File: src/fw_mem_pkg.sv
// Shared bus definitions for the firmware memory subsystem
// Request and response structs, region and mode enums, widths

`default_nettype none

package fw_mem_pkg;

  // --------------------------------------------------------------------------
  // Widths
  // --------------------------------------------------------------------------
  // Host word address, one word per address
  localparam int BUS_ADDR_W = 12;
  localparam int BUS_DATA_W = 32;
  // One write strobe per byte lane
  localparam int BUS_WE_W   = BUS_DATA_W / 8;
  // Lowest region select bit, region offset lives below it
  localparam int REGION_LSB = 10;

  // --------------------------------------------------------------------------
  // Bus payloads
  // --------------------------------------------------------------------------
  typedef struct packed {
    logic                  cs;
    logic [BUS_WE_W-1:0]   we;
    logic [BUS_ADDR_W-1:0] addr;
    logic [BUS_DATA_W-1:0] write_data;
  } bus_req_t;

  typedef struct packed {
    logic [BUS_DATA_W-1:0] read_data;
    logic                  ready;
  } bus_rsp_t;

  // Targets, from addr[11:10]
  typedef enum logic [1:0] {
    REGION_FW_RAM = 2'd0,
    REGION_MODE   = 2'd1,
    REGION_NONE   = 2'd2
  } mem_region_t;

  // One-way switch, only reset returns to firmware
  typedef enum logic {
    MODE_FW  = 1'b0,
    MODE_APP = 1'b1
  } cpu_mode_t;

endpackage

`default_nettype wire

File: src/fw_mode_ctrl.sv
// Sticky firmware/application mode register
// Status readback in bit 0, one-cycle ready

`timescale 1ns/1ns
`default_nettype none

module fw_mode_ctrl (
  input  logic                  clk,
  input  logic                  reset_n,
  input  fw_mem_pkg::bus_req_t  req,
  output fw_mem_pkg::bus_rsp_t  rsp,
  output fw_mem_pkg::cpu_mode_t mode
);

  import fw_mem_pkg::*;

  cpu_mode_t             mode_reg;
  logic                  ready_reg;
  logic [BUS_DATA_W-1:0] read_data_reg;
  logic                  set_app;

  // Offset 0, lane 0 strobed, data bit 0 high
  assign set_app = req.cs && req.we[0] && req.write_data[0]
                   && (req.addr[REGION_LSB-1:0] == '0);

  // --------------------------------------------------------------------------
  // Mode and handshake
  // --------------------------------------------------------------------------
  always_ff @(posedge clk) begin
    if (!reset_n) begin
      mode_reg      <= MODE_FW;
      ready_reg     <= 1'b0;
      read_data_reg <= '0;
    end else begin
      ready_reg <= req.cs;
      // No path back to firmware except reset
      if (set_app) begin
        mode_reg <= MODE_APP;
      end
      // Status on reads, zero otherwise
      if (req.cs && !(|req.we)) begin
        read_data_reg <= {{(BUS_DATA_W-1){1'b0}}, mode_reg == MODE_APP};
      end else begin
        read_data_reg <= '0;
      end
    end
  end

  assign mode          = mode_reg;
  assign rsp.ready     = ready_reg;
  assign rsp.read_data = read_data_reg;

  // Once in application mode, stay there until reset
  a_mode_sticky: assert property (@(posedge clk) disable iff (!reset_n)
    (mode_reg == MODE_APP) |=> (mode_reg == MODE_APP))
    else $error("fw_mode_ctrl: left application mode without reset");

endmodule

`default_nettype wire

File: config.mk
export PLATFORM = sky130hd
export DESIGN_NAME = fw_mode_ctrl
export DESIGN_NICKNAME = d
export VERILOG_FILES = /design/src/fw_mem_pkg.sv /design/src/fw_mode_ctrl.sv
export SDC_FILE = /design/constraint.sdc
export NUM_CORES = 1
export LEC_CHECK = 0
export BUFFER_PORTS_ARGS = -buffer_cell sky130_fd_sc_hd__buf_2
export CELL_PAD_IN_SITES_DETAIL_PLACEMENT = 0
export CELL_PAD_IN_SITES_GLOBAL_PLACEMENT = 1
export CORE_ASPECT_RATIO = 1.75
export CORE_MARGIN = 3
export CORE_UTILIZATION = 12
export DETAILED_ROUTE_END_ITERATION = 7
export HOLD_SLACK_MARGIN = 0.05
export PLACE_DENSITY_LB_ADDON = 0.2
export SYNTH_ARGS = -nofsm -noshare
export SYNTH_HDL_FRONTEND = slang
export SYNTH_SLANG_ARGS = --single-unit
File: constraint.sdc
create_clock -name clk -period 0.95 [get_ports clk]
set_input_delay 0 -clock clk [delete_from_list [all_inputs] [get_ports clk]]
set_output_delay 0 -clock clk [all_outputs]
set_load 0.005 [all_outputs]
## After elaboration in Yosys (flattened, before gate mapping)

Cells that the tools add are included.

- Reduce and logical (&&, ||, !) cells: 8

Operators with widths:

| kind | number |
|---|---|
| 10-bit logical NOT | 1 |
| 1-bit logical AND | 4 |
| 4-bit OR reduction | 1 |
| 2-bit AND reduction | 1 |
| 1-bit logical NOT | 1 |

- Register bits after elaboration: 34
- Bits of input ports: 51
- Output and inout port bits: 34

## Depth between registers and ports, before layout

- Depth after elaboration: 4
- Depth in mapped cells: 3
- Mapped depth without buffers: 3

## Worst setup path after synthesis

OpenSTA, ideal clock, no wires.

- Path type: input to register
- Start point: input req[33] (netlist name)
- End point: register mode_reg (netlist: mode)
- Path buffers: 0
- Library setup time: 59 ps
- Data required time: 891 ps
- Arrival time: 592 ps
- Setup slack: 298 ps
- Cell stages on the path: 3
- Path through: nor4b_1 > and4b_1 > a32o_2

- Word-level cells in the longest chain between the ends: 2

Ends and longest elaborated chain:

| element | RTL line | RTL |
|---|---|---|
| start: declaration | fw_mode_ctrl.sv:10 | `input fw_mem_pkg::bus_req_t req,` |
| 10-bit logical NOT | fw_mode_ctrl.sv:24 | `&& (req.addr[REGION_LSB-1:0] == '0);` |
| 1-bit logical AND | fw_mode_ctrl.sv:24 |  |
| end signal: assignment | fw_mode_ctrl.sv:31 | `mode_reg <= MODE_FW;` |
| end signal: assignment | fw_mode_ctrl.sv:38 | `mode_reg <= MODE_APP;` |
| end: declaration | fw_mode_ctrl.sv:17 | `cpu_mode_t mode_reg;` |

No other way between the ends.
A chain may end at the register's enable or synchronous reset.

## Final worst setup path

- Start point: input reset_n
- End point: register read_data_reg[0]

- Word-level cells in the longest chain between the ends: 1

Ends and longest elaborated chain:

| element | RTL line | RTL |
|---|---|---|
| start: declaration | fw_mode_ctrl.sv:9 | `input logic reset_n,` |
| 2-bit AND reduction (no line) | - |  |
| end signal: assignment | fw_mode_ctrl.sv:42 | `read_data_reg <= {{(BUS_DATA_W-1){1'b0}}, mode_reg == MODE_APP};` |
| end: declaration | fw_mode_ctrl.sv:19 | `logic [BUS_DATA_W-1:0] read_data_reg;` |

No other way between the ends.

==> results.json <==
{
  "port_buffers": 20,
  "final_core_util_pct": 15.4,
  "vias": 285,
  "grt_pass1_vias": 241,
  "grt_max_degree": 4,
  "start_util_pct": 12.6,
  "max_freq_mhz": 1150,
  "synth_edf_count": 0,
  "io_pins": 85,
  "drive_above_1_share_pct": 34.8,
  "syn_inst": 44,
  "synth_seq_area_share_pct": 16.3,
  "period_minus_slack_ns": 0.869,
  "dieArea_mm2": 0.00380,
  "firstDrtPassIters": 2,
  "fin_cells": 97,
  "synthTopCellsByArea": "buf_4, dfxtp_1, and4b_1, nor4b_1, a32o_2",
  "via_per_inst": 2.94,
  "rsz0062_at_grt": "false",
  "syn_area_um2": 369,
  "synth_most_common_cell": "buf_4",
  "gp_congestion": 0.599,
  "clk_pin_slew_ns": 0.03,
  "num_rows": 26,
  "place_area_um2": 377,
  "cap_violations": 0,
  "nets": 121,
  "min-delay-start": "req[46]",
  "min_period_over_period_pct": 91.5,
  "powerDensity_mw_per_mm2": 1280,
  "clock_skew_ns": 0.000561,
  "clkSinkCount": 3,
  "wl_um": 755,
  "synth-seq-cells": 3,
  "leakagePower_nw": 0.270,
  "path_max_fanout": 3,
  "chipHeight_um": 79.4,
  "yosysUniqueCellTypes": 8,
  "die_width_um": 47.9,
  "cts_max_path_buffers": 2,
  "cts_tree": "done",
  "crit_type": "primary input to flop",
  "seq_area_um2": 60.1,
  "fin_setup_tns_ns": 0,
  "syn_to_final_growth_pct": 22.4,
  "r2r_start": "mode$_SDFFE_PN0P_",
  "drc": 0,
  "grtUsageTotal_pct": 4.24,
  "setup_viol": 0,
  "ant_nets": 0,
  "slew_viol_final": 0,
  "crit_path_start": "reset_n",
  "fin_area_um2": 452,
  "core_mm2": 0.00293,
  "num_antenna_cells": 0,
  "cts_made_buffers": 3,
  "synthArstFlopShare_pct": 0,
  "hold_path_class": "primary input to flop",
  "ir_worst_vdd_mv": 0.676,
  "wl_per_cell_um": 7.78,
  "dp_hpwl_um": 689,
  "clock_latency_ns": 0.21,
  "required_ns": 1.05,
  "antenna_found_initial": 1,
  "htree_levels": 1,
  "syn_area_per_cell_um2": 8.39,
  "grt_pass1_wl_um": 1040,
  "yosys_warnings": 0,
  "yosysTopAreaCell": "buf_4",
  "synth_top_cells_by_count": "buf_4, dfxtp_1, and4b_1, nor3_1, nor4b_1",
  "critPathCaptureType": "flop",
  "status": "finished, final reports clean",
  "postCtsSetupBuffers": 0,
  "dr.first_iter.drc_count": 4,
  "synth_top_area_share_pct": 65.1,
  "fin_hold_ws_ns": 0.0852,
  "clockRootBuffer": "clkbuf_8",
  "gr-total-overflow": 0,
  "cp.arrival_ns": 0.97,
  "ys.flop_type": "dfxtp_1",
  "multi_input_area_um2": 181,
  "worstSetupStartpointType": "primary input",
  "dp.cells": 90,
  "hold_viol_final": 0,
  "n_fill_cell": 341
}
-- final timing paths --
kind | endpoint | slack (ns) | depth (start not counted)
worst max-delay path | read_data_reg[0]$_SDFF_PN0_ | 0.08 | 4
worst min-delay path | read_data_reg[0]$_SDFF_PN0_ | 0.09 | 2
worst max register to register | mode$_SDFFE_PN0P_ | 0.30 | 1
worst min register to register | mode$_SDFFE_PN0P_ | 0.50 | 1
-- final cells by class --
class,count,area share [%]
flip-flops and latches,3,13.3
clock buffers,4,9.97
repair buffers,23,28.8
multi-input cells,39,40.2
well taps,28,7.76
-- metrics by stage --
step           power (mW)  setup WS, ns
4_1_cts             0.589        0.0760
6_report            0.578        0.0809
5_1_grt             0.622        0.0444
3_3_place_gp        0.203       0.00591
2_1_floorplan       0.261         0.298
3_5_place_dp        0.203        0.0299
-- what timing repair did --
action,CTS,global route
setup endpoints to repair,0,0
gates resized for setup,0,0
hold buffers,3,0
hold endpoints to repair,2,0
-- worst max-delay path, cell delays in order --
cell and delay [ns]:
buf_2 0.10, dlygate4sd3_1 0.53, and2_1 0.16, and4b_1 0.17
-- logic make-up (layout without fill, tap and decap cells) --
| logic type | after synthesis | after routing | synth area share (%) |
|---|---|---|---|
| buffers and inverters | 32 | 27 | 65.1 |
| AND/OR/NAND/NOR | 7 | 7 | 14.6 |
| flip-flops | 3 | 3 | 16.3 |
| other | 1 | 31 | 1.02 |
| AO/OA/AOI/OAI | 1 | 1 | 3.05 |
-- routing by layer --
metal	vias up	track usage [%]	wire [µm]
met5	-	0	20
met4	2	3.23	14
met3	4	4.08	159
met2	39	5.57	308
met1	110	3.80	251
li1	130	-	-
-- where the power goes --
group          total (mW)  switching (mW)  internal (mW)
clock               0.364          0.0787          0.286
combinational      0.0840          0.0451         0.0390
sequential          0.130        0.000364          0.129
total               0.578           0.124          0.454
-- layout by cell type, fill, tap and decap left out --
cell type | Yosys | routed
nor3_1 | 2 | 2
clkbuf_1 | 0 | 1
conb_1 | 1 | 31
dlygate4sd3_1 | 0 | 3
clkbuf_8 | 0 | 3
nor4b_1 | 2 | 2
a32o_2 | 1 | 1
and2_1 | 1 | 1
and4b_1 | 2 | 2
buf_2 | 0 | 20
dfxtp_1 | 3 | 3
No activity file was read; power rests on OpenSTA's default activity.
