$ cat src/fw_mem_pkg.sv
// Shared bus definitions for the firmware memory subsystem
// Request and response structs, region and mode enums, widths

`default_nettype none

package fw_mem_pkg;

  // --------------------------------------------------------------------------
  // Widths
  // --------------------------------------------------------------------------
  // Host word address, one word per address
  localparam int BUS_ADDR_W = 12;
  localparam int BUS_DATA_W = 32;
  // One write strobe per byte lane
  localparam int BUS_WE_W   = BUS_DATA_W / 8;
  // Lowest region select bit, region offset lives below it
  localparam int REGION_LSB = 10;

  // --------------------------------------------------------------------------
  // Bus payloads
  // --------------------------------------------------------------------------
  typedef struct packed {
    logic                  cs;
    logic [BUS_WE_W-1:0]   we;
    logic [BUS_ADDR_W-1:0] addr;
    logic [BUS_DATA_W-1:0] write_data;
  } bus_req_t;

  typedef struct packed {
    logic [BUS_DATA_W-1:0] read_data;
    logic                  ready;
  } bus_rsp_t;

  // Targets, from addr[11:10]
  typedef enum logic [1:0] {
    REGION_FW_RAM = 2'd0,
    REGION_MODE   = 2'd1,
    REGION_NONE   = 2'd2
  } mem_region_t;

  // One-way switch, only reset returns to firmware
  typedef enum logic {
    MODE_FW  = 1'b0,
    MODE_APP = 1'b1
  } cpu_mode_t;

endpackage

`default_nettype wire

$ cat src/fw_bus_decoder.sv
// Host bus address decoder
// Region decode, target cs gating, response mux, unmapped responder

`timescale 1ns/1ns
`default_nettype none

module fw_bus_decoder #(
  parameter int RAM_ADDR_W = 9
) (
  input  logic                 clk,
  input  logic                 reset_n,
  input  fw_mem_pkg::bus_req_t host_req,
  output fw_mem_pkg::bus_rsp_t host_rsp,
  output fw_mem_pkg::bus_req_t ram_req,
  output fw_mem_pkg::bus_req_t mode_req,
  input  fw_mem_pkg::bus_rsp_t ram_rsp,
  input  fw_mem_pkg::bus_rsp_t mode_rsp
);

  import fw_mem_pkg::*;

  // --------------------------------------------------------------------------
  // Registers and wires
  // --------------------------------------------------------------------------
  mem_region_t region;
  mem_region_t region_reg;
  logic        none_ready_reg;

  // Region from addr[11:10]
  always_comb begin
    case (host_req.addr[BUS_ADDR_W-1:REGION_LSB])
      2'd0:    region = REGION_FW_RAM;
      2'd1:    region = REGION_MODE;
      default: region = REGION_NONE;
    endcase
  end

  // --------------------------------------------------------------------------
  // Request routing
  // --------------------------------------------------------------------------
  // Same payload to both targets, cs only to the selected one
  always_comb begin
    ram_req      = host_req;
    ram_req.cs   = host_req.cs && (region == REGION_FW_RAM);
    // RAM sees its own word index only
    ram_req.addr = BUS_ADDR_W'(host_req.addr[RAM_ADDR_W-1:0]);

    mode_req      = host_req;
    mode_req.cs   = host_req.cs && (region == REGION_MODE);
    // Region bits stripped, offset kept
    mode_req.addr = BUS_ADDR_W'(host_req.addr[REGION_LSB-1:0]);
  end

  // --------------------------------------------------------------------------
  // Response side
  // --------------------------------------------------------------------------
  // Host may move addr as soon as it sees ready,
  // so the response follows the region latched with cs
  always_ff @(posedge clk) begin
    if (!reset_n) begin
      region_reg     <= REGION_NONE;
      none_ready_reg <= 1'b0;
    end else begin
      if (host_req.cs) begin
        region_reg <= region;
      end
      // Unmapped accesses still complete
      none_ready_reg <= host_req.cs && (region == REGION_NONE);
    end
  end

  always_comb begin
    case (region_reg)
      REGION_FW_RAM: host_rsp = ram_rsp;
      REGION_MODE:   host_rsp = mode_rsp;
      default: begin
        host_rsp.read_data = '0;
        host_rsp.ready     = none_ready_reg;
      end
    endcase
  end

  // --------------------------------------------------------------------------
  // Handshake checks
  // --------------------------------------------------------------------------
  // Target ready must trace back to a host cs one cycle earlier
  a_ready_after_cs: assert property (@(posedge clk) disable iff (!reset_n)
    $rose(host_rsp.ready) |-> $past(host_req.cs))
    else $error("fw_bus_decoder: ready rose without cs");

  // Never two targets selected
  a_one_target: assert property (@(posedge clk) disable iff (!reset_n)
    $onehot0({ram_req.cs, mode_req.cs}))
    else $error("fw_bus_decoder: more than one target selected");

endmodule

`default_nettype wire

$ cat config.mk
export PLATFORM = sky130hd
export DESIGN_NAME = fw_bus_decoder
export DESIGN_NICKNAME = d
export VERILOG_FILES = /design/src/fw_mem_pkg.sv /design/src/fw_bus_decoder.sv
export SDC_FILE = /design/constraint.sdc
export NUM_CORES = 1
export LEC_CHECK = 0
export BUFFER_PORTS_ARGS = -buffer_cell sky130_fd_sc_hd__buf_2
export CORE_AREA = 2 2 96 98
export CTS_CLUSTER_DIAMETER = 50
export CTS_CLUSTER_SIZE = 28
export DETAILED_ROUTE_END_ITERATION = 16
export DIE_AREA = 0 0 98 100
export SLEW_MARGIN = 20
export SYNTH_ARGS = -nofsm -noshare
export SYNTH_HDL_FRONTEND = slang
export SYNTH_SLANG_ARGS = --single-unit
$ cat constraint.sdc
create_clock -name clk -period 2.6 [get_ports clk]
set_input_delay 0.52 -clock clk [delete_from_list [all_inputs] [get_ports clk]]
set_output_delay 0.52 -clock clk [all_outputs]
set_load 0.01 [all_outputs]
**Word-level counts from Yosys, hierarchy flattened**

Cells that the tools add are included.

- Output and inout bits: 131
- Input port bits: 117
- Flip-flop bits (word level): 3

- Reduce and logical (&&, ||, !) cells: 6
- Multiplexer cells: 2
- Equality and inequality tests: 4

Operator list:

| kind | number |
|---|---|
| $pmux W33 S2 | 1 |
| $eq A2 B1 Y1 const B | 3 |
| $logic_not A2 Y1 | 3 |
| $pmux W2 S2 | 1 |
| $logic_and A1 B1 Y1 | 3 |
| $eq A2 B2 Y1 const B | 1 |

**Logic depth before layout (Yosys ltp)**

- Depth in word-level cells: 4
- Gate-level depth with buffers: 4
- Depth with buffers taken out: 2

**Worst setup path after synthesis**

No wires, ideal clock.

- Kind: input to output
- Start: in mode_rsp[0] (netlist name)
- End: out host_rsp[0] (netlist name)
- Cell stages on the path: 2
- Data required time: 2.080 ns
- Data arrival time: 0.844 ns
- Path buffers: 0
- Slack: 1.236 ns
- Path through: mux2i_1 -> o21ai_0

RTL lines:

| item | RTL line | RTL |
|---|---|---|
| start: declaration | fw_bus_decoder.sv:17 | `input fw_mem_pkg::bus_rsp_t mode_rsp` |
| end: declaration | fw_bus_decoder.sv:13 | `output fw_mem_pkg::bus_rsp_t host_rsp,` |

==> insert_results.sql <==
INSERT INTO impl_metrics (metric_group, metric, value, unit) VALUES
('route', 'per_cell_routed_wire_length', '11.65', 'um'),
('synthesis', 'ys_ff_latch', '3', ''),
('power_and_ir_drop', 'power.switching', '0.1047', 'mW'),
('grt', 'global_route.overflow_total', '0', ''),
('synthesis', 'async_set_or_reset_register_ratio_after_synthesis', '0', '%'),
('timing', 'setup_total_negative_slack', '0', 'ps'),
('floorplanning', 'die_height', '100', 'um'),
('route', 'route.detailed.drc', '0', ''),
('power_and_ir_drop', 'cell_internal_pwr', '0.2348', 'mW'),
('clock_tree', 'worst_setup_hold_path_clk_slew', '30', 'ps'),
('synthesis', 'synth_top_cells_by_area', 'buf_4 (52%), mux2i_1 (25%), nor2_1 (8.7%)', ''),
('final_layout', 'filler_cell_count', '1007', ''),
('route', 'final_antenna_net_count', '0', ''),
('worst_setup_path', 'timing.critical_path.to_type', 'output pin', ''),
('power_and_ir_drop', 'ir_drop_worst_vdd', '0.09172', 'mV'),
('route', 'post_drt_via_cell_ratio', '3.516', ''),
('synthesis', 'post-synth-top-area-cell', 'buf_4', ''),
('power_and_ir_drop', 'share_seq_of_total_power', '15.3', '%'),
('clock_tree', 'cts_tree', 'yes', ''),
('power_and_ir_drop', 'sw_frac_of_total', '30.83', '%'),
('timing', 'report.final.hold_viol_count', '0', ''),
('place', 'detailedPlace.worstSlack', '943.9', 'ps'),
('grt', 'grtUsageTotal', '6.256', '%'),
('worst_setup_path', 'timing.reg2reg.worst_path_depth', '2', ''),
('timing', 'rsz_0062_raised_after_global_routing', 'false', ''),
('floorplanning', 'io_pins', '248', ''),
('clock_tree', 'clk_latency', '210', 'ps'),
('clock_tree', 'tritoncts_num_sinks', '3', ''),
('status', 'status', 'finished, final reports clean', ''),
('worst_setup_path', 'criticalPathCategory', 'reg -> out', ''),
('grt', 'pin_count_of_the_biggest_net_entering_global_routing', '31', ''),
('worst_setup_path', 'critical_path_peak_fanout', '29', ''),
('timing', 'report.final.slew_viol_count', '0', ''),
('floorplanning', 'num_rows', '35', ''),
('floorplanning', 'design.die.area', '9800', 'um2'),
('final_layout', 'register_area', '61.31', 'um2'),
('power_and_ir_drop', 'power-per-cell-area', '255.9', 'nW/um2'),
('min_path', 'class_of_the_tightest_hold_or_removal_check', 'in -> reg', ''),
('synthesis', 'netlist_area', '1383', 'um2'),
('power_and_ir_drop', 'power_leakage', '0.6966', 'nW'),
('synthesis', 'synth_top_flop_cell', 'dfxtp_1', ''),
('place', 'post-place-cells', '300', ''),
('synthesis', 'postSynthCellCount', '182', ''),
('place', 'gp_congestion', '0.5942', ''),
('run', 'cap_violations', '0', ''),
('final_layout', 'diodes_inserted', '0', ''),
('final_layout', 'multiInputGateArea', '528.0', 'um2'),
('worst_setup_path', 'critical_path.startpoint_type', 'flop', ''),
('worst_setup_path', 'cp_cell_sequence', 'buf_12, mux2i_1, nor2_1, buf_2', ''),
('worst_setup_path', 'worstPathRequired', '2080', 'ps'),
('grt', 'grt_pass1_wl', '4.843', 'mm'),
('grt', 'antenna_found_initial', '0', ''),
('floorplanning', 'chipWidth', '98', 'um'),
('synthesis', 'post_synth_num_cell_types', '16', ''),
('final_layout', 'flow.area_growth_from_synthesis', '-4.073', '%'),
('final_layout', 'flip_flop_count_of_the_largest_register_after_layout', '2', ''),
('power_and_ir_drop', 'comb_power_share', '44.6', '%'),
('synthesis', 'synth_commonest_cells', 'buf_4 (96), mux2i_1 (34), nor2_1 (32)', ''),
('worst_setup_path', 'worstPathBufferInverterCount', '2', ''),
('power_and_ir_drop', 'clock_power_share', '40.1', '%'),
('timing', 'final_critical_path_share_of_the_clock_period', '71.23', '%'),
('synthesis', 'synth_most_common_cell', 'buf_4', ''),
('place', 'dpl.hpwl', '3.039', 'mm'),
('worst_setup_path', 'worst_path_max_delay_cell', 'dfxtp_2', ''),
('route', 'route.final.wire_length', '3.541', 'mm'),
('grt', 'first_global_vias', '933', ''),
('clock_tree', 'clock-root-buffer', 'clkbuf_8', ''),
('synthesis', 'synth-seq-area-share', '4.344', '%'),
('place', 'portBuffers', '105', ''),
('clock_tree', 'postCtsSetupBuffers', '0', ''),
('timing', 'fin_crit', '1852', 'ps');
## cells in the final DEF (no fill, tap or decap), drive strengths merged, types with 2 or more instances in the layout
| cell | Yosys | final |
|---|---|---|
| buf | 102 | 107 |
| mux2i | 34 | 34 |
| nor2 | 32 | 32 |
| conb | 1 | 5 |
| clkbuf | 2 | 4 |
| dfxtp | 3 | 3 |
| nand2 | 2 | 2 |
## metal layers
layer	global-route usage, %	wire (um)	part of all wire [%]
met1	6.061	1132	32
met5	0	0	0
met3	3.134	620	18
met4	4.915	202	5.7
met2	10.17	1585	45
## worst paths after layout
kind	slack, ps	startpoint	end
setup / recovery	750	region_reg[0]$_SDFFE_PN0P_	host_rsp[27]
hold / removal	500	reset_n	region_reg[1]$_SDFFE_PN1P_
setup reg to reg	1820	region_reg[0]$_SDFFE_PN0P_	region_reg[0]$_SDFFE_PN0P_
hold reg to reg	610	region_reg[1]$_SDFFE_PN1P_	region_reg[1]$_SDFFE_PN1P_
## stage by stage
stage	util, %	cell area (um2)	total power [mW]
after floorplan	-	1398	0.2796
after global placement	14.41	1281	0.2033
after detailed placement	14.41	1281	0.2069
after CTS	14.92	1326	0.3467
after global routing	14.92	1326	0.3657
final	14.92	1326	0.3394
## kinds of logic (layout without fill, tap and decap cells)
| family | after synthesis | after routing | share of synthesized area, % |
|---|---|---|---|
| buf+inv | 104 | 111 | 58.55 |
| simple gates | 38 | 38 | 11.31 |
| mux | 34 | 34 | 24.62 |
| flops | 3 | 3 | 4.344 |
| compound gates | 2 | 2 | 0.9048 |
| other cells | 1 | 5 | 0.2712 |
## power by group through the flow
stage | clock [mW] | sequential, mW | combinational [mW]
3_5_place_dp | 0 | 0.0527 | 0.154
4_1_cts | 0.140 | 0.0521 | 0.155
2_1_floorplan | 0 | 0.0496 | 0.230
5_1_grt | 0.146 | 0.0523 | 0.168
6_report | 0.136 | 0.0520 | 0.151
3_3_place_gp | 0 | 0.0525 | 0.151
## area by class of cell
cell class	instances	area share, %
tap	111	10.47
clock buffer	4	3.396
timing repair buffer	107	41.70
sequential	3	4.623
multi-input combinational	79	39.81
Power figures use the tool's default switching activity.
